$ cat src/cnn_pkg.sv
////////////////////
// Shared vector types and stream structs
// for the gesture classifier
////////////////////
package cnn_pkg;

    // Meaningful widths
    typedef logic signed [7:0]  feature_t;    // One input feature
    typedef logic signed [15:0] score_t;      // Holds 32 x 128 x 3 with room
    typedef logic [3:0]         one_hot_t;    // Bit n set for class n
    typedef logic [15:0]        frame_cnt_t;  // Wraps after 65535 frames
    typedef logic [31:0]        ahb_addr_t;
    typedef logic [31:0]        ahb_data_t;

    // Input stream, one feature per strobe
    typedef struct packed {
        logic     valid;
        feature_t data;
    } feature_beat_t;

    // Frame scores, scorer to selector
    typedef struct packed {
        logic   valid;
        score_t class0;
        score_t class1;
        score_t class2;
        score_t class3;
    } score_vec_t;

    // Classification result, selector to AHB slave
    typedef struct packed {
        logic     valid;
        one_hot_t one_hot;
    } class_result_t;

endpackage
$ cat src/gesture_ahb_top.sv
////////////////////
// Gesture classifier with AHB-Lite
// result readout
////////////////////
`timescale 1ns/1ps

module gesture_ahb_top import cnn_pkg::*; #(
    parameter int N_FEATURES = 16
) (
    input  logic          HCLK,
    input  logic          HRESETn,
    input  logic          HSEL,
    input  ahb_addr_t     HADDR,
    input  logic [1:0]    HTRANS,
    input  logic [2:0]    HSIZE,
    input  logic [3:0]    HPROT,
    input  logic          HWRITE,
    input  ahb_data_t     HWDATA,
    input  logic          HREADY,
    output logic          HREADYOUT,
    output ahb_data_t     HRDATA,
    output logic          HRESP,
    input  feature_beat_t beat        // Feature stream, plain strobes
);

    score_vec_t    scores;
    class_result_t result;

    gesture_scorer #(
        .N_FEATURES (N_FEATURES)
    ) u_gesture_scorer (
        .HCLK    (HCLK),
        .HRESETn (HRESETn),
        .beat    (beat),
        .scores  (scores)
    );

    class_select u_class_select (
        .HCLK    (HCLK),
        .HRESETn (HRESETn),
        .scores  (scores),
        .result  (result)
    );

    ahb_cnn u_ahb_cnn (
        .HCLK      (HCLK),
        .HRESETn   (HRESETn),
        .HSEL      (HSEL),
        .HADDR     (HADDR),
        .HTRANS    (HTRANS),
        .HSIZE     (HSIZE),
        .HPROT     (HPROT),
        .HWRITE    (HWRITE),
        .HWDATA    (HWDATA),
        .HREADY    (HREADY),
        .result    (result),
        .HREADYOUT (HREADYOUT),
        .HRDATA    (HRDATA),
        .HRESP     (HRESP)
    );

endmodule

$ cat src/ahb_cnn.sv
////////////////////
// AHB-Lite read-only slave with result
// register and frame counter
////////////////////
`timescale 1ns/1ps

module ahb_cnn import cnn_pkg::*; (
    input  logic          HCLK,
    input  logic          HRESETn,
    input  logic          HSEL,
    input  ahb_addr_t     HADDR,
    input  logic [1:0]    HTRANS,
    input  logic [2:0]    HSIZE,
    input  logic [3:0]    HPROT,
    input  logic          HWRITE,
    input  ahb_data_t     HWDATA,     // Writes have no effect
    input  logic          HREADY,
    input  class_result_t result,
    output logic          HREADYOUT,
    output ahb_data_t     HRDATA,
    output logic          HRESP
);

    localparam ahb_addr_t RESULT_OFS = 32'h0000_0000;
    localparam ahb_addr_t COUNT_OFS  = 32'h0000_0004;

    logic       read_en;
    logic [5:0] addr_q;         // Word address of the data phase
    one_hot_t   result_q;
    frame_cnt_t frame_cnt;

    // No wait states and never an error
    assign HREADYOUT = 1'b1;
    assign HRESP     = 1'b0;

    assign read_en = HSEL & HTRANS[1] & HREADY & ~HWRITE;

    always_ff @(posedge HCLK or negedge HRESETn) begin
        if (!HRESETn) begin
            addr_q <= '0;
        end else if (read_en) begin
            addr_q <= HADDR[7:2];
        end
    end

    always_ff @(posedge HCLK or negedge HRESETn) begin
        if (!HRESETn) begin
            result_q  <= '0;
            frame_cnt <= '0;
        end else if (result.valid) begin
            result_q  <= result.one_hot;      // Held until the next frame
            frame_cnt <= frame_cnt + 1'b1;    // Wraps
        end
    end

    // Read decode from the captured address
    always_comb begin
        case (addr_q)
            RESULT_OFS[7:2]: HRDATA = ahb_data_t'(result_q);
            COUNT_OFS[7:2]:  HRDATA = ahb_data_t'(frame_cnt);
            default:         HRDATA = '0;
        endcase
    end

endmodule

$ cat src/class_select.sv
////////////////////
// Highest score to registered one-hot result
////////////////////
`timescale 1ns/1ps

module class_select import cnn_pkg::*; (
    input  logic          HCLK,
    input  logic          HRESETn,
    input  score_vec_t    scores,
    output class_result_t result
);

    score_t     s [4];
    logic [1:0] best;           // Index of the winning class
    one_hot_t   one_hot_q;
    logic       valid_q;

    assign s[0] = scores.class0;
    assign s[1] = scores.class1;
    assign s[2] = scores.class2;
    assign s[3] = scores.class3;

    // Strict compare so the lowest index keeps a tie
    always_comb begin
        best = 2'd0;
        for (int c = 1; c < 4; c++) begin
            if (s[c] > s[best]) begin
                best = 2'(c);
            end
        end
    end

    always_ff @(posedge HCLK or negedge HRESETn) begin
        if (!HRESETn) begin
            valid_q <= 1'b0;
        end else begin
            valid_q <= scores.valid;
        end
    end

    always_ff @(posedge HCLK) begin
        if (scores.valid) begin
            one_hot_q <= one_hot_t'(1) << best;
        end
    end

    assign result = '{valid: valid_q, one_hot: one_hot_q};

endmodule

$ cat src/gesture_scorer.sv
////////////////////
// Feature beat counter and four class score accumulators
////////////////////
`timescale 1ns/1ps

module gesture_scorer import cnn_pkg::*; #(
    parameter int N_FEATURES = 16
) (
    input  logic          HCLK,
    input  logic          HRESETn,
    input  feature_beat_t beat,
    output score_vec_t    scores
);

    localparam int IDX_W = (N_FEATURES > 1) ? $clog2(N_FEATURES) : 1;

    typedef logic [IDX_W-1:0] beat_idx_t;

    localparam beat_idx_t LAST_IDX = beat_idx_t'(N_FEATURES - 1);

    beat_idx_t  beat_idx;       // Position of the next beat in the frame
    logic [1:0] lane;           // Class that gets weight +3
    logic       last_beat;
    score_t     feat_ext;
    score_t     acc      [4];
    score_t     acc_next [4];
    score_t     sum_q    [4];   // Final sums of the closed frame
    logic       sum_valid;

    assign lane      = 2'(beat_idx % 4);
    assign last_beat = beat.valid && (beat_idx == LAST_IDX);
    assign feat_ext  = score_t'(beat.data);  // Sign extended

    // Weight is +3 on the matching lane, -1 on the other three
    always_comb begin
        for (int c = 0; c < 4; c++) begin
            if (int'(lane) == c) begin
                acc_next[c] = acc[c] + feat_ext + feat_ext + feat_ext;
            end else begin
                acc_next[c] = acc[c] - feat_ext;
            end
        end
    end

    always_ff @(posedge HCLK or negedge HRESETn) begin
        if (!HRESETn) begin
            beat_idx <= '0;
            for (int c = 0; c < 4; c++) begin
                acc[c] <= '0;
            end
        end else if (beat.valid) begin
            if (last_beat) begin
                beat_idx <= '0;               // Next frame starts clean
                for (int c = 0; c < 4; c++) begin
                    acc[c] <= '0;
                end
            end else begin
                beat_idx <= beat_idx + 1'b1;
                for (int c = 0; c < 4; c++) begin
                    acc[c] <= acc_next[c];
                end
            end
        end
    end

    always_ff @(posedge HCLK or negedge HRESETn) begin
        if (!HRESETn) begin
            sum_valid <= 1'b0;
        end else begin
            sum_valid <= last_beat;           // One cycle pulse
        end
    end

    always_ff @(posedge HCLK) begin
        if (last_beat) begin
            for (int c = 0; c < 4; c++) begin
                sum_q[c] <= acc_next[c];      // Includes the last feature
            end
        end
    end

    assign scores = '{valid: sum_valid, class0: sum_q[0], class1: sum_q[1],
                      class2: sum_q[2], class3: sum_q[3]};

endmodule

$ cat config.mk
export PLATFORM = sky130hd
export DESIGN_NAME = gesture_ahb_top
export DESIGN_NICKNAME = d
export VERILOG_FILES = /design/src/cnn_pkg.sv /design/src/gesture_ahb_top.sv /design/src/ahb_cnn.sv /design/src/class_select.sv /design/src/gesture_scorer.sv
export SDC_FILE = /design/constraint.sdc
export NUM_CORES = 1
export LEC_CHECK = 0
export BUFFER_PORTS_ARGS = -buffer_cell sky130_fd_sc_hd__buf_4
export CORE_MARGIN = 1.5
export CORE_UTILIZATION = 45
export CTS_CLUSTER_SIZE = 20
export DETAILED_ROUTE_END_ITERATION = 8
export HOLD_SLACK_MARGIN = 0.05
export MAX_ROUTING_LAYER = met4
export PLACE_DENSITY = 0.65
export SYNTH_ARGS = -nofsm -noshare
export SYNTH_HDL_FRONTEND = slang
export SYNTH_SLANG_ARGS = --single-unit
$ cat constraint.sdc
create_clock -name HCLK -period 5.5 [get_ports HCLK]
set_input_delay 1.1 -clock HCLK [delete_from_list [all_inputs] [get_ports HCLK]]
set_output_delay 1.1 -clock HCLK [all_outputs]
set_load 0.05 [all_outputs]
==> results.yml, run 1 <==
run_status:
  outcome: "finished with violations"
  violations: "DRC, setup timing"
synth:
  synth_commonest_cells: "ha_1, a21oi_1, dfrtp_1, inv_1, nor2_1"
  synth.avg_cell_area_sq_um: 9.695
  yosysTopAreaCellShare: 0.1708
  synth_enable_flop_cells: 68
  post_synth_instance_area_sq_mm: 0.01413
  share_of_the_yosys_chip_area_belonging_to_registers: 0.3144
  postSynth.topFlopCell: "dfrtp_1"
  synth_cells: 1458
  ys.warnings.count: 0
  synth.top_cells.by_area: "ha_1, dfrtp_1, edfxtp_1"
  synth.lib_cells_used.distinct: 73
  ys_ff_latch: 164
  synthMostInstantiatedCell: "ha_1"
  synth_top_area_cell: "ha_1"
  synth_async_sr_flop_share: 0.5854
clock_tree:
  cts_max_path_buffers: 2
  cts.clk_slew.worst_paths_ns: 0.08
  h-tree-depth: 4
  cts_num_sinks: 164
  tritoncts.num_buffers: 17
  clk_latency_ns: 0.44
  ctsHoldBuffers: 0
  clockRootBuffer: "clkbuf_16"
  tritoncts: "built"
global_route:
  grt_pass1_wl_microns: 57510
  grt_max_degree: 54
  antenna_found_initial: 0
  global_route.usage.total: 0.2311
  first_global_vias: 11020
  globalRouteOverflowTotal: 0
routing:
  wl_met2_microns: 17180
  postRouteWirelength_microns: 36290
  remaining_drc_errors: 8
  drt_iter0_markers: 677
  detailedRoute.firstPassIterationCount: 9
  detail_routed_via_count_per_cell: 5.747
  detail_route.wirelength.met1_microns: 16580
  ant_nets: 0
  maxUsedRoutingLayer: "met4"
  via_count: 11260
  met3_wl_post_dr_microns: 1581
  routedWlPerCell_microns: 18.52
power:
  fin_total_pwr_mw: 8.826
  p_per_area_mw_per_mm2: 543.1
  maximum_vdd_drop_uv: 323.9
  p_leak_nw: 7.406
placement:
  dp_worst_setup_slack_ns: -0.3909
  dp_hpwl_microns: 26630
  port_buffers: 36
  post-place-cells: 1906
  gp_congestion: 0.9283
setup_path:
  critical_path_class: "register to register"
  slowest_stage: "edfxtp_1"
  worst_path_maximum_fanout: 7
  timing.reg2reg.setup_slack_ns: -0.31
  worstRegToRegCells: 30
  critical_path_required_ns: 5.69
  max_stage_delay_ns: 0.44
  start_kind: "register"
  cp_common_cell: "ha_4"
  path_delay_family: "compound AO/OA/AOI/OAI gates"
  reg2reg_to: "u_class_select.one_hot_q[0]$_SDFFCE_PP0P_"
  worst_ep_arrival_time_ns: 6.00
  r2r-start: "u_gesture_scorer.sum_q[1][15]$_DFFE_PP_"
  crit_path_end_kind: "register"
  path_buf_inv: 4
floorplanning:
  start_util: 0.4597
  ioPinCount: 121
  dieWidth_microns: 180.2
  row_count: 64
  chipHeight_microns: 180.2
  core_area_sq_mm: 0.03075
  dieArea_sq_mm: 0.03248
sta:
  timing.slew.headroom: 0.3336
  fmax_mhz: 172.2
  tightestPinTransition_ns: 0.9972
  finClkSkew_ns: 0.01265
  final_min_period_over_clock_period: 1.056
  slew_violations: 0
  finalHoldViolations: 0
  final_setup_violations: 4
  finalCriticalPeriod_ns: 5.806
  setup_ws_ns: -0.3057
  rsz0062_at_grt: "yes"
layout:
  insertedDiodeCount: 0
  areaGrowthSynthToFinish_pct: 14.98
  n_fill_cell: 2747
  fin_nets: 1867
  multiInputGateArea_sq_mm: 0.009365
  area.sequential_sq_mm: 0.004444
  layout-drive-gt1-share: 0.1400
  non_filler_cells_in_the_finished_layout: 1960
min_path:
  holdCritStartpoint: "u_ahb_cnn.frame_cnt[15]$_DFFE_PN0P_"
  worstHoldEndpoint: "u_ahb_cnn.frame_cnt[15]$_DFFE_PN0P_"
  timing.hold.worst_path_depth: 1
  hold_path.class: "register to register"
flow_run:
  maxCapViolations: 0
[logic make-up (layout without fill, tap and decap cells)]
kind of cell / after synthesis / in the layout / synth area share
and+or+nand+nor: 360 / 360 / 0.1281
xor gates and xnor gates: 104 / 104 / 0.06444
buffers and inverters: 154 / 244 / 0.04798
AOI/OAI and AO/OA: 397 / 397 / 0.1861
other: 2 / 18 / 0.0005313
adders and majority gates: 229 / 229 / 0.2218
muxes: 48 / 48 / 0.03665
DFF: 164 / 164 / 0.3144
[registers in the layout, indices dropped and copies added, names as in the netlist]
name                        flops
u_gesture_scorer.acc           64
u_gesture_scorer.sum_q         64
u_ahb_cnn.frame_cnt            16
u_ahb_cnn.addr_q                6
u_ahb_cnn.result_q              4
u_class_select.one_hot_q        4
u_gesture_scorer.beat_idx       4
u_class_select.valid_q          1
u_gesture_scorer.sum_valid      1
[layout by cell type (no fill, tap or decap), types with 9 or more instances in the layout]
master | synthesis | layout
a211oi_1 | 11 | 10
a21o_1 | 49 | 49
a21oi_1 | 100 | 96
a22o_1 | 50 | 50
a31oi_1 | 13 | 13
and2_1 | 14 | 14
and3_1 | 11 | 11
buf_4 | 19 | 101
clkbuf_16 | 0 | 18
conb_1 | 2 | 18
dfrtp_1 | 96 | 96
edfxtp_1 | 68 | 68
fa_1 | 36 | 36
ha_1 | 193 | 185
inv_1 | 96 | 96
mux2_2 | 20 | 19
mux2i_1 | 27 | 17
nand2_1 | 77 | 77
nand2b_1 | 25 | 25
nand3_1 | 30 | 29
nand4_1 | 19 | 19
nor2_1 | 94 | 91
nor2b_1 | 23 | 20
nor3_1 | 27 | 23
o21a_1 | 16 | 16
o21ai_0 | 84 | 81
o21bai_1 | 11 | 11
o31ai_1 | 9 | 9
xnor2_1 | 75 | 75
xor2_1 | 29 | 29
[what timing repair did]
action                                  in CTS  in global routing
gates cloned                                 1                  0
resized for setup                           22                 34
pin swaps                                    4                 20
setup buffers                               10                 11
hold endpoints to repair                     0                  0
endpoints found under the setup margin       4                  4
[through the flow]
stage               hold WS (ns)  instance area (sq um)  TNS (ns)    util
finish                    0.4665                  16250    -1.107  0.5285
global route              0.5046                  16250    -2.095  0.5285
CTS                       0.4730                  15950    -1.454  0.5186
detailed placement        0.4590                  15130    -1.478  0.4922
global placement          0.4521                  15130    -1.235  0.4922
floorplan                 0.4336                  14230         0       -
[worst reg2reg max path: cells and delay by family (launching register included)]
family / cells / cell delay [ns]
compound gates: 12 / 2.05
simple gates: 9 / 1.07
fa+ha+maj: 3 / 0.82
buf+inv: 4 / 0.60
mux: 2 / 0.60
flops: 1 / 0.44
[power by group]
group	switching [mW]	leakage, nW	total (mW)	internal (mW)
Clock	0.594	0.294	1.25	0.656
Combinational	3.07	5.30	5.54	2.47
Sequential	0.285	1.81	2.04	1.75
Total	3.95	7.41	8.83	4.87
[layout make-up]
| cell class | instances | area share |
|---|---|---|
| Clock buffer | 17 | 0.02618 |
| Clock inverter | 15 | 0.01155 |
| Inverter | 98 | 0.02263 |
| Multi-Input combinational cell | 1156 | 0.5763 |
| Sequential cell | 164 | 0.2735 |
| Tap cell | 396 | 0.03049 |
| Timing Repair Buffer | 114 | 0.05944 |
[worst max-delay path by stage]
stage	end	slack (ns)	cells after the start	start
floorplan	u_class_select.one_hot_q[0]$_SDFFCE_PP0P_	0.02	29	u_gesture_scorer.sum_q[1][15]$_DFFE_PP_
global placement	u_class_select.one_hot_q[1]$_SDFFCE_PP0P_	-0.34	29	u_gesture_scorer.sum_q[0][14]$_DFFE_PP_
detailed placement	u_class_select.one_hot_q[0]$_SDFFCE_PP0P_	-0.39	28	u_gesture_scorer.sum_q[1][15]$_DFFE_PP_
CTS	u_class_select.one_hot_q[0]$_SDFFCE_PP0P_	-0.38	31	u_gesture_scorer.sum_q[0][12]$_DFFE_PP_
global route	u_class_select.one_hot_q[1]$_SDFFCE_PP0P_	-0.56	32	u_gesture_scorer.sum_q[0][13]$_DFFE_PP_
finish	u_class_select.one_hot_q[0]$_SDFFCE_PP0P_	-0.31	30	u_gesture_scorer.sum_q[1][15]$_DFFE_PP_
[metal layers]
metal	vias to the layer above	GRT usage
li1	5460	-
met1	5480	0.2969
met2	272	0.3792
met3	52	0.02890
met4	0	0.07429
met5	-	-
(Power assumes the default switching activity.)
==> run 2, diff against run 1 <==
Settings changed: SYNTH_HIERARCHICAL from default to 1.
==> run 2 against run 1 <==
  * The flow finishes with violations (setup timing)
  * Setup slack got worse by 0.18 ns
  * Clock skew barely moved
  * Critical path depth fell by 6
  * Power fell by 2.1%
  * Global-route usage fell by 0.65 points
  * Sequential share of layout area fell by 0.23 points
  * Maximum frequency fell by 3.1%
  * Non-clock buffer count did not move
  * Design area rose by 0.86%
  * Largest cell class unchanged
==> results.yml, run 2 <==
sta:
  fmax_mhz: 167.0
  final_setup_violations: 4
  setup_ws_ns: -0.4893
  rsz0062_at_grt: "yes"
  timing.slew.headroom: 0.2545
  finalCriticalPeriod_ns: 5.989
  hold_slack_ns: 0.4698
  final_min_period_over_clock_period: 1.089
  finalHoldViolations: 0
  fin_tns_setup_ns: -1.813
  slew_violations: 0
  finClkSkew_ns: 0.01279
  tightestPinTransition_ns: 1.118
routing:
  detailedRoute.firstPassIterationCount: 7
  ant_nets: 0
  remaining_drc_errors: 0
  drt_iter0_markers: 731
  detail_routed_via_count_per_cell: 5.662
  via_count: 11090
  routedWlPerCell_microns: 17.75
  postRouteWirelength_microns: 34750
clock_tree:
  cts.clk_slew.worst_paths_ns: 0.08
  clk_latency_ns: 0.46
  ctsHoldBuffers: 0
  tritoncts.num_buffers: 17
  clockRootBuffer: "clkbuf_16"
  cts_num_sinks: 164
  h-tree-depth: 4
  tritoncts: "built"
  cts_max_path_buffers: 2
synth:
  ys.warnings.count: 6
  synth.lib_cells_used.distinct: 86
  yosysTopAreaCellShare: 0.1727
  synth_async_sr_flop_share: 0.5854
  synth_cells: 1452
  synth.avg_cell_area_sq_um: 9.830
  synthMostInstantiatedCell: "ha_1"
  synth_top_area_cell: "ha_1"
  ys_ff_latch: 164
  synth_commonest_cells: "ha_1, inv_1, nand2_1"
  postSynth.topFlopCell: "dfrtp_1"
  post_synth_instance_area_sq_mm: 0.01427
  synth_enable_flop_cells: 68
  share_of_the_yosys_chip_area_belonging_to_registers: 0.3114
  synth.top_cells.by_area: "ha_1, dfrtp_1, edfxtp_1"
layout:
  layout-drive-gt1-share: 0.1658
  areaGrowthSynthToFinish_pct: 14.84
  design_area_sq_mm: 0.01639
  fin_nets: 1863
  non_filler_cells_in_the_finished_layout: 1958
  mostFrequentLayoutCell: "ha_1"
  most-common-layout-cells: "ha_1, buf_4, inv_1, nand2_1, a21oi_1"
  insertedDiodeCount: 0
  utilization: 0.5222
  n_fill_cell: 2802
  reg.largest.list: "u_gesture_scorer/acc x64, u_gesture_scorer/sum_q x64, u_ahb_cnn/frame_cnt x16"
power:
  swShare: 0.4529
  switching_power_mw: 3.915
  power.clock.fraction: 0.143
  p_per_area_mw_per_mm2: 527.4
  cell_internal_pwr_mw: 4.730
  seqPwrFrac: 0.235
  p_leak_nw: 7.559
  pwr-share-comb: 0.622
  fin_total_pwr_mw: 8.645
  maximum_vdd_drop_uv: 334.2
floorplanning:
  chipHeight_microns: 181.1
  ioPinCount: 121
  core_area_sq_mm: 0.03139
  start_util: 0.4547
  dieArea_sq_mm: 0.03280
  dieWidth_microns: 181.1
  row_count: 65
global_route:
  globalRouteOverflowTotal: 0
  first_global_vias: 11240
  antenna_found_initial: 0
  grt_pass1_wl_microns: 56880
  grt_max_degree: 60
  global_route.usage.total: 0.2246
placement:
  gp_congestion: 0.8549
  postPlaceCellArea_sq_mm: 0.01530
  dp_worst_setup_slack_ns: -0.5993
  dp_hpwl_microns: 25280
  post-place-cells: 1909
  port_buffers: 36
setup_path:
  worst_ep_arrival_time_ns: 6.21
  start_kind: "register"
  critical_path_class: "register to register"
  worst_path_maximum_fanout: 7
  crit_path_end_kind: "register"
  critical_path_required_ns: 5.72
run_status:
  violations: "setup timing"
  outcome: "finished with violations"
min_path:
  hold_path.class: "register to register"
flow_run:
  maxCapViolations: 0
==> run 2: cell types whose count changed in the layout (fill, tap and decap cells not counted), moves of 12 or more <==
cell      previous run  this run
o21ai_1              4        22
nand2_1             77       104
xor2_1              29        46
nor2_1              91        66
o21ai_0             81        55
nand2b_1            25        12
mux2_4               1        13
==> run 2: cell type report <==
class | instances | area [sq um] | share of cell area
multi-input combinational | 1134 | 9532 | 0.5815
sequential | 164 | 4444 | 0.2711
timing repair buffer | 114 | 882.1 | 0.05381
tap | 402 | 503.0 | 0.03068
clock buffer | 17 | 425.4 | 0.02595
inverter | 112 | 420.4 | 0.02565
clock inverter | 15 | 185.2 | 0.01130
==> run 2: path summary, 6_finish.rpt <==
kind	startpoint	endpoint	slack [ns]	cells after the start
max	u_gesture_scorer/sum_q[1][5]$_DFFE_PP_	u_class_select/one_hot_q[0]$_SDFFCE_PP0P_	-0.49	24
min	u_ahb_cnn/frame_cnt[15]$_DFFE_PN0P_	u_ahb_cnn/frame_cnt[15]$_DFFE_PN0P_	0.47	1
max in group asynchronous	HRESETn	u_ahb_cnn/frame_cnt[6]$_DFFE_PN0P_	3.65	2
min reg2reg	u_ahb_cnn/frame_cnt[15]$_DFFE_PN0P_	u_ahb_cnn/frame_cnt[15]$_DFFE_PN0P_	0.47	1
min in group asynchronous	HRESETn	u_ahb_cnn/addr_q[5]$_DFFE_PN0P_	0.77	1
max reg2reg	u_gesture_scorer/sum_q[1][5]$_DFFE_PP_	u_class_select/one_hot_q[0]$_SDFFCE_PP0P_	-0.49	24
==> run 2: timing repair <==
item | 4_1_cts | 5_1_grt
hold endpoints to repair | 0 | 0
cloned | 1 | 0
buffers inserted | 5 | 11
pin swaps | 6 | 21
gates resized for setup | 32 | 26
endpoints found under the setup margin | 4 | 4
==> run 2: power by group through the flow <==
stage	clock network (mW)	logic [mW]	registers, mW
2_1_floorplan	0	4.17	1.97
5_1_grt	1.31	6.03	2.07
6_report	1.23	5.37	2.04
3_5_place_dp	0	5.22	2.05
3_3_place_gp	0	5.12	2.04
4_1_cts	1.26	5.31	2.03
==> run 2: cell families (layout without fill, tap and decap cells) <==
family                   count (synthesis)  count (layout)  share of synthesized area
AO/OA/AOI/OAI                          364             364                     0.1725
AND/OR/NAND/NOR                        347             347                     0.1228
adder cells (fa/ha/maj)                233             233                     0.2232
buffers and inverters                  171             258                    0.05365
flip-flops                             164             164                     0.3114
XOR/XNOR                               112             112                    0.06925
multiplexers                            59              60                    0.04672
other                                    2              18                  0.0005261
==> run 2: metal layers <==
layer | global-route usage | up-vias | wire (microns)
met5 | - | - | 0
met4 | 0.07400 | 0 | 777
met3 | 0.03245 | 54 | 1187
met2 | 0.3734 | 235 | 16820
met1 | 0.2809 | 5425 | 15960
li1 | - | 5373 | -
==> run 2: critical path, cell delays in order, from the launching register on <==
cell       delay (ns)
edfxtp_1         0.40
ha_1             0.31
a21o_1           0.16
a21o_1           0.16
a211o_1          0.34
a211oi_4         0.27
mux2_4           0.43
mux2i_4          0.26
ha_4             0.24
a21o_1           0.20
a221oi_4         0.32
a21oi_2          0.11
a2111oi_4        0.32
nand3_2          0.14
o211ai_4         0.16
buf_6            0.18
mux2_4           0.31
ha_4             0.27
nand4_1          0.13
nor3b_2          0.23
a211oi_2         0.05
o211ai_1         0.31
buf_4            0.18
mux2i_1          0.06
o211a_1          0.20
